### src/common/cpu_defines.svh
`ifndef CPU_DEFINES_SVH
`define CPU_DEFINES_SVH

// Data word carried on the internal bus and to memory
`define CPU_DATA_W 8

// Memory address width, 256 locations
`define CPU_ADDR_W 8

// Upper field of the instruction byte
`define CPU_OP_W 4

// Immediate nibble for LLS and LMS
`define CPU_NIB_W 4

// Z, N, C and V
`define CPU_FLAG_W 4

`endif

### src/common/cpu_pkg.sv
`include "cpu_defines.svh"

package cpu_pkg;

	typedef logic [`CPU_DATA_W-1:0] data_t;
	typedef logic [`CPU_ADDR_W-1:0] addr_t;
	typedef logic [`CPU_NIB_W-1:0]  nibble_t;

	// Upper four bits of the instruction byte
	typedef enum logic [`CPU_OP_W-1:0] {
		NOP = 4'd0,
		JMP = 4'd1,
		RDM = 4'd2,
		WRM = 4'd3,
		CPR = 4'd4,
		ADD = 4'd5,
		SUB = 4'd6,
		LLS = 4'd7,
		LMS = 4'd8,
		CFR = 4'd9
	} opcode_e;

	// Register codes in bits 3:2 and 1:0
	typedef enum logic [1:0] {
		AR = 2'd0,
		DR = 2'd1,
		GR = 2'd2,
		PR = 2'd3
	} reg_sel_e;

	typedef enum logic [1:0] {
		ST_RST    = 2'd0,
		ST_FETCH  = 2'd1,
		ST_DECODE = 2'd2,
		ST_EXEC   = 2'd3
	} state_e;

	// Nine sources, so one more bit than a 3-bit field can hold
	typedef enum logic [3:0] {
		SRC_NONE, SRC_AR, SRC_DR, SRC_GR, SRC_PR,
		SRC_IR_NIB, SRC_ALU, SRC_MEM, SRC_FLAGS
	} bus_src_e;

	typedef struct packed {
		logic z;
		logic n;
		logic c;
		logic v;
	} flags_t;

	typedef struct packed {
		bus_src_e bus_src;
		logic     ld_ar;
		logic     ld_dr;
		logic     ld_pr;
		logic     ld_ir;
		logic     gr_lo;
		logic     gr_hi;
		logic     pc_inc;
		logic     addr_from_ar;
		reg_sel_e alu_a;
		reg_sel_e alu_b;
		logic     alu_sub;
		logic     flag_we;
	} ctrl_t;

	typedef struct packed {
		addr_t addr;
		data_t wdata;
		logic  rd;
		logic  wr;
	} mem_req_t;

endpackage

### src/datapath/cpu_regfile.sv
`timescale 1ns/100ps

`include "cpu_defines.svh"

module cpu_regfile (
	input  logic           clk,
	input  logic           rst,
	input  cpu_pkg::data_t bus,
	input  logic           ld_ar,
	input  logic           ld_dr,
	input  logic           ld_pr,
	input  logic           pc_inc,
	input  logic           gr_lo,
	input  logic           gr_hi,
	output cpu_pkg::data_t ar,
	output cpu_pkg::data_t dr,
	output cpu_pkg::data_t gr,
	output cpu_pkg::data_t pr
);

	import cpu_pkg::*;

	nibble_t bus_nib;

	assign bus_nib = bus[`CPU_NIB_W-1:0];

	always_ff @(posedge clk)
	begin
		if (rst)
		begin
			ar <= '0;
			dr <= '0;
		end
		else
		begin
			if (ld_ar)
				ar <= bus;
			if (ld_dr)
				dr <= bus;
		end
	end

	// GR takes a nibble from bus bits 3:0, or the whole word when both are set
	always_ff @(posedge clk)
	begin
		if (rst)
			gr <= '0;
		else if (gr_lo && gr_hi)
			gr <= bus;
		else if (gr_lo)
			gr[`CPU_NIB_W-1:0] <= bus_nib;
		else if (gr_hi)
			gr[`CPU_DATA_W-1:`CPU_NIB_W] <= bus_nib;
	end

	// Jump load wins, though both never come together
	always_ff @(posedge clk)
	begin
		if (rst)
			pr <= '0;
		else if (ld_pr)
			pr <= bus;
		else if (pc_inc)
			pr <= pr + 1'b1;
	end

	a_pr_one_source: assert property (@(posedge clk) disable iff (rst) !(ld_pr && pc_inc));

endmodule

### src/datapath/cpu_alu.sv
`timescale 1ns/100ps

`include "cpu_defines.svh"

module cpu_alu (
	input  logic              clk,
	input  logic              rst,
	input  cpu_pkg::data_t    ar,
	input  cpu_pkg::data_t    dr,
	input  cpu_pkg::data_t    gr,
	input  cpu_pkg::data_t    pr,
	input  cpu_pkg::reg_sel_e alu_a,
	input  cpu_pkg::reg_sel_e alu_b,
	input  logic              alu_sub,
	input  logic              flag_we,
	output cpu_pkg::data_t    result,
	output cpu_pkg::flags_t   flags
);

	import cpu_pkg::*;

	data_t                op_a;
	data_t                op_b;
	logic [`CPU_DATA_W:0] sum;

	function automatic data_t pick(input reg_sel_e r, input data_t a, input data_t d,
		input data_t g, input data_t p);
		case (r)
			AR:      pick = a;
			DR:      pick = d;
			GR:      pick = g;
			default: pick = p;
		endcase
	endfunction

	assign op_a = pick(alu_a, ar, dr, gr, pr);

	// Subtract as a plus inverted b plus one, carry out means no borrow
	assign op_b   = alu_sub ? ~pick(alu_b, ar, dr, gr, pr) : pick(alu_b, ar, dr, gr, pr);
	assign sum    = {1'b0, op_a} + {1'b0, op_b} + {{`CPU_DATA_W{1'b0}}, alu_sub};
	assign result = sum[`CPU_DATA_W-1:0];

	always_ff @(posedge clk)
	begin
		if (rst)
			flags <= '0;
		else if (flag_we)
		begin
			flags.z <= (result == '0);
			flags.n <= result[`CPU_DATA_W-1];
			flags.c <= sum[`CPU_DATA_W];
			// Operands of equal sign giving a result of the other sign
			flags.v <= (op_a[`CPU_DATA_W-1] == op_b[`CPU_DATA_W-1]) &&
				(result[`CPU_DATA_W-1] != op_a[`CPU_DATA_W-1]);
		end
	end

endmodule

### src/datapath/cpu_datapath.sv
`timescale 1ns/100ps

`include "cpu_defines.svh"

module cpu_datapath (
	input  logic           clk,
	input  logic           rst,
	input  cpu_pkg::ctrl_t ctrl,
	input  cpu_pkg::data_t mem_rdata,
	output cpu_pkg::data_t ir,
	output cpu_pkg::addr_t mem_addr,
	output cpu_pkg::data_t mem_wdata
);

	import cpu_pkg::*;

	data_t  ar;
	data_t  dr;
	data_t  gr;
	data_t  pr;
	data_t  alu_result;
	flags_t flags;
	data_t  bus;

	cpu_regfile u_regfile (
		.clk    (clk),
		.rst    (rst),
		.bus    (bus),
		.ld_ar  (ctrl.ld_ar),
		.ld_dr  (ctrl.ld_dr),
		.ld_pr  (ctrl.ld_pr),
		.pc_inc (ctrl.pc_inc),
		.gr_lo  (ctrl.gr_lo),
		.gr_hi  (ctrl.gr_hi),
		.ar     (ar),
		.dr     (dr),
		.gr     (gr),
		.pr     (pr)
	);

	cpu_alu u_alu (
		.clk     (clk),
		.rst     (rst),
		.ar      (ar),
		.dr      (dr),
		.gr      (gr),
		.pr      (pr),
		.alu_a   (ctrl.alu_a),
		.alu_b   (ctrl.alu_b),
		.alu_sub (ctrl.alu_sub),
		.flag_we (ctrl.flag_we),
		.result  (alu_result),
		.flags   (flags)
	);

	// Cleared to a NOP so the first decode is harmless
	always_ff @(posedge clk)
	begin
		if (rst)
			ir <= '0;
		else if (ctrl.ld_ir)
			ir <= bus;
	end

	// Single internal bus, one source per cycle
	always_comb
	begin
		bus = '0;
		case (ctrl.bus_src)
			SRC_AR:     bus = ar;
			SRC_DR:     bus = dr;
			SRC_GR:     bus = gr;
			SRC_PR:     bus = pr;
			SRC_IR_NIB: bus[`CPU_NIB_W-1:0] = ir[`CPU_NIB_W-1:0];
			SRC_ALU:    bus = alu_result;
			SRC_MEM:    bus = mem_rdata;
			SRC_FLAGS:  bus[`CPU_FLAG_W-1:0] = flags;
			default:    bus = '0;
		endcase
	end

	assign mem_addr  = ctrl.addr_from_ar ? ar : pr;
	assign mem_wdata = bus;

	// IR only ever loads from memory
	a_ir_from_mem: assert property (@(posedge clk) disable iff (rst)
		ctrl.ld_ir |-> ctrl.bus_src == SRC_MEM);

endmodule

### src/control/cpu_control.sv
`timescale 1ns/100ps

`include "cpu_defines.svh"

module cpu_control (
	input  logic           clk,
	input  logic           rst,
	input  cpu_pkg::data_t ir,
	output cpu_pkg::ctrl_t ctrl,
	output logic           mem_rd,
	output logic           mem_wr
);

	import cpu_pkg::*;

	state_e   state;
	state_e   next_state;
	opcode_e  opcode;
	reg_sel_e dst;
	reg_sel_e src;

	// Bus source that puts a programmer register on the bus
	function automatic bus_src_e reg_src(input reg_sel_e r);
		case (r)
			AR:      reg_src = SRC_AR;
			DR:      reg_src = SRC_DR;
			GR:      reg_src = SRC_GR;
			default: reg_src = SRC_PR;
		endcase
	endfunction

	// Load enable for a destination register
	// A PR load is a jump
	function automatic ctrl_t load_dst(input ctrl_t c, input reg_sel_e r);
		ctrl_t res;
		res = c;
		case (r)
			AR: res.ld_ar = 1'b1;
			DR: res.ld_dr = 1'b1;
			GR:
			begin
				res.gr_lo = 1'b1;
				res.gr_hi = 1'b1;
			end
			default: res.ld_pr = 1'b1;
		endcase
		return res;
	endfunction

	assign opcode = opcode_e'(ir[`CPU_DATA_W-1 -: `CPU_OP_W]);
	assign dst    = reg_sel_e'(ir[3:2]);
	assign src    = reg_sel_e'(ir[1:0]);

	always_ff @(posedge clk)
	begin
		if (rst)
			state <= ST_RST;
		else
			state <= next_state;
	end

	//////////////////////////////////////////////////////////////////////
	// Instruction cycle and decode
	//////////////////////////////////////////////////////////////////////

	always_comb
	begin
		ctrl       = '0;
		mem_rd     = 1'b0;
		mem_wr     = 1'b0;
		next_state = ST_RST;
		case (state)
			ST_RST:
				next_state = ST_FETCH;
			ST_FETCH:
			begin
				// PR addresses memory and IR takes the byte
				mem_rd       = 1'b1;
				ctrl.bus_src = SRC_MEM;
				ctrl.ld_ir   = 1'b1;
				ctrl.pc_inc  = 1'b1;
				next_state   = ST_DECODE;
			end
			ST_DECODE:
				next_state = ST_EXEC;
			ST_EXEC:
			begin
				next_state = ST_FETCH;
				case (opcode)
					JMP:
					begin
						ctrl.bus_src = SRC_AR;
						ctrl.ld_pr   = 1'b1;
					end
					RDM:
					begin
						mem_rd            = 1'b1;
						ctrl.addr_from_ar = 1'b1;
						ctrl.bus_src      = SRC_MEM;
						ctrl              = load_dst(ctrl, dst);
					end
					WRM:
					begin
						mem_wr            = 1'b1;
						ctrl.addr_from_ar = 1'b1;
						ctrl.bus_src      = reg_src(dst);
					end
					CPR:
						// Equal fields decode as a no-op
						if (dst != src)
						begin
							ctrl.bus_src = reg_src(src);
							ctrl         = load_dst(ctrl, dst);
						end
					ADD, SUB:
					begin
						ctrl.alu_a   = dst;
						ctrl.alu_b   = src;
						ctrl.alu_sub = (opcode == SUB);
						ctrl.flag_we = 1'b1;
						ctrl.bus_src = SRC_ALU;
						ctrl         = load_dst(ctrl, dst);
					end
					LLS:
					begin
						ctrl.bus_src = SRC_IR_NIB;
						ctrl.gr_lo   = 1'b1;
					end
					LMS:
					begin
						ctrl.bus_src = SRC_IR_NIB;
						ctrl.gr_hi   = 1'b1;
					end
					CFR:
					begin
						ctrl.bus_src = SRC_FLAGS;
						ctrl.gr_lo   = 1'b1;
					end
					default:
						;
				endcase
			end
			default:
				next_state = ST_RST;
		endcase
	end

	//////////////////////////////////////////////////////////////////////
	// Checks
	//////////////////////////////////////////////////////////////////////

	a_strobes_exclusive: assert property (@(posedge clk) !(mem_rd && mem_wr));

	// Program counter advances only while fetching
	a_pc_inc_fetch: assert property (@(posedge clk) disable iff (rst)
		ctrl.pc_inc |-> state == ST_FETCH);

endmodule

### src/design/cpu_top.sv
`timescale 1ns/100ps

module cpu_top (
	input  logic              clk,
	input  logic              rst,
	input  cpu_pkg::data_t    mem_rdata,
	output cpu_pkg::mem_req_t mem
);

	import cpu_pkg::*;

	ctrl_t ctrl;
	data_t ir;
	addr_t mem_addr;
	data_t mem_wdata;
	logic  mem_rd;
	logic  mem_wr;

	cpu_control u_control (
		.clk    (clk),
		.rst    (rst),
		.ir     (ir),
		.ctrl   (ctrl),
		.mem_rd (mem_rd),
		.mem_wr (mem_wr)
	);

	cpu_datapath u_datapath (
		.clk       (clk),
		.rst       (rst),
		.ctrl      (ctrl),
		.mem_rdata (mem_rdata),
		.ir        (ir),
		.mem_addr  (mem_addr),
		.mem_wdata (mem_wdata)
	);

	// Strobes come from the controller, address and data from the datapath
	assign mem.addr  = mem_addr;
	assign mem.wdata = mem_wdata;
	assign mem.rd    = mem_rd;
	assign mem.wr    = mem_wr;

endmodule

### config.mk
export PLATFORM = sky130hd
export DESIGN_NAME = cpu_top
export DESIGN_NICKNAME = d
export VERILOG_FILES = /design/src/common/cpu_pkg.sv /design/src/datapath/cpu_regfile.sv /design/src/datapath/cpu_alu.sv /design/src/datapath/cpu_datapath.sv /design/src/control/cpu_control.sv /design/src/design/cpu_top.sv
export VERILOG_INCLUDE_DIRS = /design/src /design/src/common
export SDC_FILE = /design/constraint.sdc
export NUM_CORES = 1
export LEC_CHECK = 0
export ABC_AREA = 0
export BUFFER_PORTS_ARGS = -buffer_cell sky130_fd_sc_hd__buf_2
export CAP_MARGIN = 20
export CORE_UTILIZATION = 35
export DETAILED_ROUTE_END_ITERATION = 6
export SLEW_MARGIN = 10
export SYNTH_ARGS = -nofsm -noshare
export SYNTH_HDL_FRONTEND = slang
export SYNTH_SLANG_ARGS = --single-unit
### constraint.sdc
create_clock -name clk -period 8.42 [get_ports clk]
set_clock_uncertainty 0.2 [all_clocks]
set_input_delay 1.684 -clock clk [delete_from_list [all_inputs] [get_ports clk]]
set_output_delay 1.684 -clock clk [all_outputs]
set_load 0.05 [all_outputs]
======== After elaboration in Yosys (flattened, before gate mapping) ========
Index checks and enable logic that the tools add are counted.
word-level totals
  output and inout bits ................... 18
  register bits ........................... 46
operators by class
  bitwise gates (word level) .............. 1
  equal/unequal tests ..................... 32
  reductions and logical operators ........ 19
  $add $sub $neg .......................... 3
  mux-type cells .......................... 39
operators by type and width
  operator             count
  $pmux 8 s3           2
  $mux 8               5
  $eq 4x3->1 const B   8
  $pmux 4 s8           1
  $pmux 4 s7           1
  $pmux 4 s6           1
  $mux 18              1
  $pmux 3 s3           2
  $eq 4x2->1 const B   4
  $eq 2x2->1 const B   6
  $eq 4x4->1 const B   3
  $mux 4               3
  $pmux 6 s2           1
  $eq 2x1->1 const B   5
  $logic_not 2->1      5
  $reduce_or 2->1      5
  $add 8x8->9          1
  $add 9x1->9          1
  $pmux 1 s3           3
  $add 8x1->8 const B  1
  $eq 4x1->1 const B   2
  $logic_not 8->1      1
  $mux 1               8
  $not 8->8            1
  15 further kinds     23

======== Logic depth before layout (Yosys ltp) ========
Gate-level depths: netlist of run 1.
  word-level depth ........................ 16
  gate-level depth with buffers ........... 18
  depth with buffers taken out ............ 16

======== Hierarchy ========
A second synthesis of run 1 with hierarchy kept.
second synthesis, totals
  cells, all modules ...................... 438
  area, all modules ....................... 4043.9 um^2
by module, submodules not included
  module        cells each  area an instance (um^2)  instances  sequential area each (um^2)
  cpu_regfile   133         1307.5                   1          640.6
  cpu_alu       105         1113.6                   1          80.1
  cpu_datapath  106         943.4                    1          160.2
  cpu_control   92          664.4                    1          40.0
  cpu_top       2           15.0                     1          0.0

======== Worst setup path after synthesis of run 1 ========
No wires, ideal clock.
  kind .................................... flip-flop to output port
  from .................................... register u_control.state[0]
  to ...................................... output mem[9] (netlist name)
  slack ................................... 2.786 ns
  stages on the path, launching flop included .. 18
  arrival time ............................ 3.750 ns
  data required time ...................... 6.536 ns
  cell sequence ........................... dfxtp_1 > ha_1 > buf_2 > nand2b_1 > nor3_2 > clkbuf_1 > nor2_1 > a21oi_1 > o21ai_0 > xnor2_1 > ha_1 > a21oi_1 > nor2_1 > a211oi_1 > o221ai_1 > o311a_1 > nor4_4 > inv_1
RTL lines
  element                 line               text
  from (decl)             cpu_control.sv:16  state_e state;
  from (signal assigned)  cpu_control.sv:59  state <= next_state;
  to (decl)               cpu_top.sv:7       output cpu_pkg::mem_req_t mem

==> impl_metrics.yaml, run 1 <==
worst_setup_path:
  critical-path-slowest-cell: "nor3_2"
  cpPeakStageDelay_ps: 840
  path_max_fanout: 15
  critPathLaunchType: "flip-flop"
  end_kind: "primary output"
  worstPathCellList: "ha_1, nand2b_1, nor3_2, nor2_1, a21oi_1, o21ai_0, xnor2_1, ha_1, a21oi_1, nor2_1, a211oi_1, o221ai_1, o311a_1, nor4_4, inv_1, buf_2"
  arrival_ps: 5150
  ff2ff_path_depth: 15
  cp.required_ps: 6540
  crit_type: "reg -> out"
min_path:
  hold_path.class: "reg -> reg"
  hold_path_depth: 2
synthesis:
  synthTopCellsByArea: "dfxtp_1 22%, a211oi_1 7.5%, nor2_1 7.2%"
  synth_edf_count: 0
  synthCells: 525
  synth_top_area_share_pct: 22.41
  synth_ff_type: "dfxtp_1"
  synth.yosys.seq_area_share_pct: 22.41
  synth_common_cells: "79 x nor2_1, 46 x dfxtp_1, 41 x a211oi_1"
  syn-num-nets: 554
  ys_seq_elements: 46
  yosysUniqueCellTypes: 68
  yosysMostFrequentCell: "nor2_1"
  avgSynthCellArea_um2: 7.827
  netlist_area_mm2: 0.004109
  async_reset_ff_share_pct: 0
  synth_top_area_cell: "dfxtp_1"
  ys.warnings.count: 0
placed_design:
  io_buffers: 27
  post-dp-hpwl_um: 9606
  dp.cells: 655
  dp_slack_ps: 1844
  gp_congestion: 0.9067
  place_area_mm2: 0.004234
pwr:
  power_density_mw_per_mm2: 141.5
  leakagePower_nw: 1.671
  peakVddDrop_v: 0.0001249
grt:
  grt_usage_pct: 22.53
  grt_first_pass_wirelength_um: 20560
  antenna_found_initial: 0
  grt_pass1_vias: 3703
  grt_max_degree: 46
  gr-total-overflow: 0
die:
  die_x_um: 110.4
  core_mm2: 0.01142
  die_y_um: 110.4
  start_util_pct: 35.99
  ios: 28
  rows: 39
  die-area_mm2: 0.01218
layout:
  regArea_um2: 920.9
  antenna_cells: 0
  syn_to_final_growth_pct: 6.760
  multiInputGateArea_mm2: 0.002887
  drive_gt1_share_pct: 14.62
  n_fill_cell: 1215
  final_cell_area_mm2: 0.004387
  nNetsFinal: 548
  finalNonFillerCells: 663
clock_network:
  post_cts_buffers: 0
  clock_sinks: 46
  cts_tree: "yes"
  cts_resized: 0
  cts-root-buf: "clkbuf_16"
  postCtsHoldBufs: 0
  cts_buffer_depth: 2
  clk_pin_slew_ps: 70
  insertion_delay_ps: 300
  cts_made_buffers: 5
  cts-htree-levels: 2
sta:
  hold-worst-slack_ps: 286.3
  rsz0062_at_grt: "no"
  fin_crit_sh_pct: 83.49
  post-route-min-period_ps: 7030
  finalSetupViolCount: 0
  worst_pin_slew_ps: 1069
  drv_slew: 0
  tns_ps: 0
  setup_ws_ps: 1390
  final_hold_viol_count: 0
  max_freq_mhz: 142.2
  relSlewSlack_pct: 28.36
detailed_routing:
  wl_um: 12880
  wl_per_cell_um: 19.42
  dr.first_iter.drc_count: 420
  drc: 0
  firstDrtPassIters: 6
  avgViaCountPerCell: 6.027
  ant_nets: 0
  vias: 3996
job:
  cap_violations: 0
outcome:
  run_status: "finished clean"
## metrics by stage
stage,utilization (%),total power [mW]
floorplan,-,0.3756
global placement,37.08,0.4058
detailed placement,37.08,0.4075
CTS,38.42,0.6228
global route,38.42,0.6477
finish,38.42,0.6207
## routing by layer
metal | global-route usage, % | wire [um] | vias to the layer above
met5 | 0 | 0 | -
met1 | 31.09 | 5872 | 1868
met4 | 7.425 | 246 | 0
met3 | 3.351 | 921 | 22
li1 | - | - | 1922
met2 | 35.76 | 5835 | 184
## area by class of cell
type | count | area share, %
Multi-Input combinational cell | 414 | 65.80
Sequential cell | 46 | 20.99
Tap cell | 143 | 4.079
Timing Repair Buffer | 32 | 3.936
Clock buffer | 5 | 2.852
Inverter | 20 | 1.711
Clock inverter | 3 | 0.6275
## cell families after synthesis
logic type | after synthesis | share of synthesized area, %
simple gates | 189 | 24.18
compound gates | 153 | 27.25
buf+inv | 65 | 7.491
flops | 46 | 22.41
mux | 29 | 7.399
xor+xnor | 24 | 5.298
fa+ha+maj | 19 | 5.968
## worst max-delay path, delay by kind of cell, from the launching register on
family / cells / cell delay, ps
flops: 1 / 370
compound gates: 6 / 1540
buf+inv: 2 / 290
xor+xnor: 1 / 170
fa+ha+maj: 2 / 770
simple gates: 5 / 1700
## registers in the layout, indices dropped and copies added (netlist names)
name                     count
u_control.state              2
u_datapath.ir                8
u_datapath.u_alu.flags       4
u_datapath.u_regfile.ar      8
u_datapath.u_regfile.dr      8
u_datapath.u_regfile.gr      8
u_datapath.u_regfile.pr      8
## report_power, final
group / internal [mW] / total, mW / switching (mW)
clock network: 0.114 / 0.216 / 0.102
registers: 0.225 / 0.247 / 0.0220
logic: 0.0532 / 0.157 / 0.104
total: 0.392 / 0.621 / 0.229
## worst paths after layout
check / end / from / slack (ps)
worst min-delay path: u_datapath.u_alu.flags[3] / u_datapath.u_alu.flags[3] / 290
worst min register to register: u_datapath.u_alu.flags[3] / u_datapath.u_alu.flags[3] / 290
worst max register to register: u_datapath.u_regfile.pr[7] / u_control.state[0] / 3380
worst max-delay path: mem[9] / u_control.state[0] / 1390
## cells in the final DEF, fill, tap and decap left out, types with 4 or more instances in the layout
| cell type | n |
|---|---|
| o31ai_1 | 5 |
| nand4_1 | 4 |
| a31oi_1 | 5 |
| a22o_1 | 4 |
| a222oi_1 | 4 |
| nand2_1 | 22 |
| ha_1 | 18 |
| nand2b_1 | 6 |
| buf_4 | 5 |
| o21ai_0 | 17 |
| or2_2 | 5 |
| dfxtp_1 | 46 |
| a211oi_1 | 41 |
| clkbuf_16 | 5 |
| nor2_1 | 79 |
| o221ai_1 | 7 |
| o21a_1 | 5 |
| xor2_1 | 7 |
| inv_1 | 20 |
| nand3_1 | 18 |
| xnor2_1 | 16 |
| buf_2 | 27 |
| nor3_1 | 13 |
| and2_1 | 4 |
| mux2_2 | 11 |
| a21oi_1 | 28 |
| mux2i_1 | 18 |
| a22oi_1 | 4 |
| o211ai_1 | 5 |
| and3_1 | 5 |
(Power assumes the default switching activity.)
==> run 2, diff against run 1 <==
Clock period 8.42 ns to 7.02 ns, I/O delays scaled along.
==> run 2 against run 1 <==
  * Critical path type unchanged
  * Critical endpoint unchanged
  * Die area unchanged
  * Global-route usage decreased by 0.68 points
  * Count of clock-buffer cells in the layout unchanged
  * Sequential cell count unchanged
  * Cell area increased by 0.37%
  * Wire length decreased by 1.8%
  * Non-clock buffer count increased by 3
  * Sequential share of layout area decreased by 0.078 points
  * First-iteration DRC count decreased by 6.0%
  * Sequential power increased by 22%
==> impl_metrics.yaml, run 2 (same netlist as run 1, synthesis figures left out) <==
worst_setup_path:
  reg2reg_to: "u_datapath.u_regfile.pr[7]"
  path_max_fanout: 19
  path_buf_inv: 3
  ff2ff_path_depth: 15
  worstPathCellList: "xor2_1, nand2_1, nor2_1, a21oi_1, o21ai_0, xnor2_1, ha_1, a21oi_1, nor2_1, a211oi_1, buf_4, o221ai_1, o311a_1, nor4_4, inv_1, buf_2"
  reg2reg_from: "u_datapath.ir[4]"
  critPathTopFamily: "simple AND/OR/NAND/NOR gates"
  end_kind: "primary output"
  critPathLaunchType: "flip-flop"
  arrival_ps: 4730
  crit_type: "reg -> out"
  cp.required_ps: 5420
  critical-path-slowest-cell: "dfxtp_1"
  cpPeakStageDelay_ps: 690
  rrSetupSlack_ps: 2350
die:
  die-area_mm2: 0.01218
  rows: 39
  core_mm2: 0.01142
  die_x_um: 110.4
  start_util_pct: 35.99
  ios: 28
  die_y_um: 110.4
clock_network:
  post_cts_buffers: 0
  clock_sinks: 46
  clk_pin_slew_ps: 80
  postCtsHoldBufs: 0
  cts-root-buf: "clkbuf_16"
  cts_tree: "yes"
  cts-htree-levels: 2
  cts_made_buffers: 5
  cts_buffer_depth: 2
  insertion_delay_ps: 290
  cts_resized: 0
grt:
  grt_usage_pct: 21.84
  gr-total-overflow: 0
  grt_first_pass_wirelength_um: 20180
  grt_max_degree: 46
  grt_pass1_vias: 3654
  antenna_found_initial: 0
sta:
  fin_crit_sh_pct: 90.19
  max_freq_mhz: 158.0
  setup_ws_ps: 688.9
  post-route-min-period_ps: 6331
  rsz0062_at_grt: "no"
  final_hold_viol_count: 0
  worst_pin_slew_ps: 908.1
  relSlewSlack_pct: 39.46
  tns_ps: 0
  finalSetupViolCount: 0
  drv_slew: 0
detailed_routing:
  ant_nets: 0
  drc: 0
  firstDrtPassIters: 5
  wl_um: 12640
  dr.first_iter.drc_count: 395
  wl_per_cell_um: 18.98
  vias: 4035
  avgViaCountPerCell: 6.059
pwr:
  p_seq_share_pct: 40.8
  leakagePower_nw: 1.686
  pwr-share-comb_pct: 24.6
  p_sw_share_pct: 36.32
  switchingPower_mw: 0.2679
  power_density_mw_per_mm2: 167.6
  peakVddDrop_v: 0.0001378
  clock_power_share_pct: 34.6
  p_int_mw: 0.4698
min_path:
  hold_path_depth: 2
  hold_end: "u_datapath.u_alu.flags[2]"
  hold_path.class: "reg -> reg"
  hp-start: "u_datapath.u_alu.flags[2]"
layout:
  n_fill_cell: 1191
  fin_util_pct: 38.56
  drive_gt1_share_pct: 14.91
  final_common_cell: "nor2_1"
  mostFrequentLayoutCells: "79 x nor2_1, 46 x dfxtp_1, 41 x a211oi_1"
  syn_to_final_growth_pct: 7.156
  finalNonFillerCells: 666
  nNetsFinal: 551
  antenna_cells: 0
placed_design:
  dp_slack_ps: 1080
  dp.cells: 658
  io_buffers: 27
  gp_congestion: 0.9224
  post-dp-hpwl_um: 9426
job:
  cap_violations: 0
outcome:
  run_status: "finished clean"
-- run 2: metrics by stage --
stage / total power [mW] / hold slack [ps] / area [um^2]
final: 0.7378 / 299.7 / 4403
after global routing: 0.7728 / 324.3 / 4403
after CTS: 0.7371 / 290.7 / 4403
after detailed placement: 0.4853 / 272.0 / 4250
after global placement: 0.4834 / 285.1 / 4250
after floorplan: 0.4505 / 235.7 / 4109
-- run 2: worst max path at each step --
stage / from / to / slack [ps] / cells after the start
after floorplan: u_control.state[0] / mem[9] / 1670 / 17
after global placement: u_datapath.ir[4] / mem[9] / 1200 / 16
after detailed placement: u_datapath.ir[4] / mem[9] / 1080 / 16
after CTS: u_datapath.ir[4] / mem[9] / 750 / 16
after global routing: u_datapath.ir[4] / mem[8] / 290 / 15
final: u_datapath.ir[4] / mem[9] / 690 / 16
-- run 2: layer usage --
metal | part of all wire, % | global-route usage, % | vias up
li1 | - | - | 1928
met2 | 45 | 34.25 | 186
met3 | 7.6 | 2.410 | 28
met4 | 2.3 | 6.579 | 0
met5 | 0 | 0 | -
met1 | 46 | 31.23 | 1893
-- run 2: final cells by class --
cell class                 instances  area [um^2]  area share, %
inverter                          20        75.07          1.705
clock inverter                     3        27.53         0.6252
multi-input combinational        414         2880          65.42
timing repair buffer              35        195.2          4.433
tap                              143        178.9          4.064
clock buffer                       5        125.1          2.842
sequential                        46        920.9          20.92
-- run 2: tightest hold or removal path: stages, from the launching register on --
cell and delay [ps]:
dfxtp_1 340, nand2_1 60, a21oi_1 60
-- run 2: power by group through the flow --
stage	Sequential, mW	Clock, mW	Combinational (mW)
6_report	0.301	0.255	0.181
2_1_floorplan	0.284	0	0.167
5_1_grt	0.303	0.270	0.200
3_5_place_dp	0.306	0	0.179
3_3_place_gp	0.305	0	0.178
4_1_cts	0.300	0.257	0.180
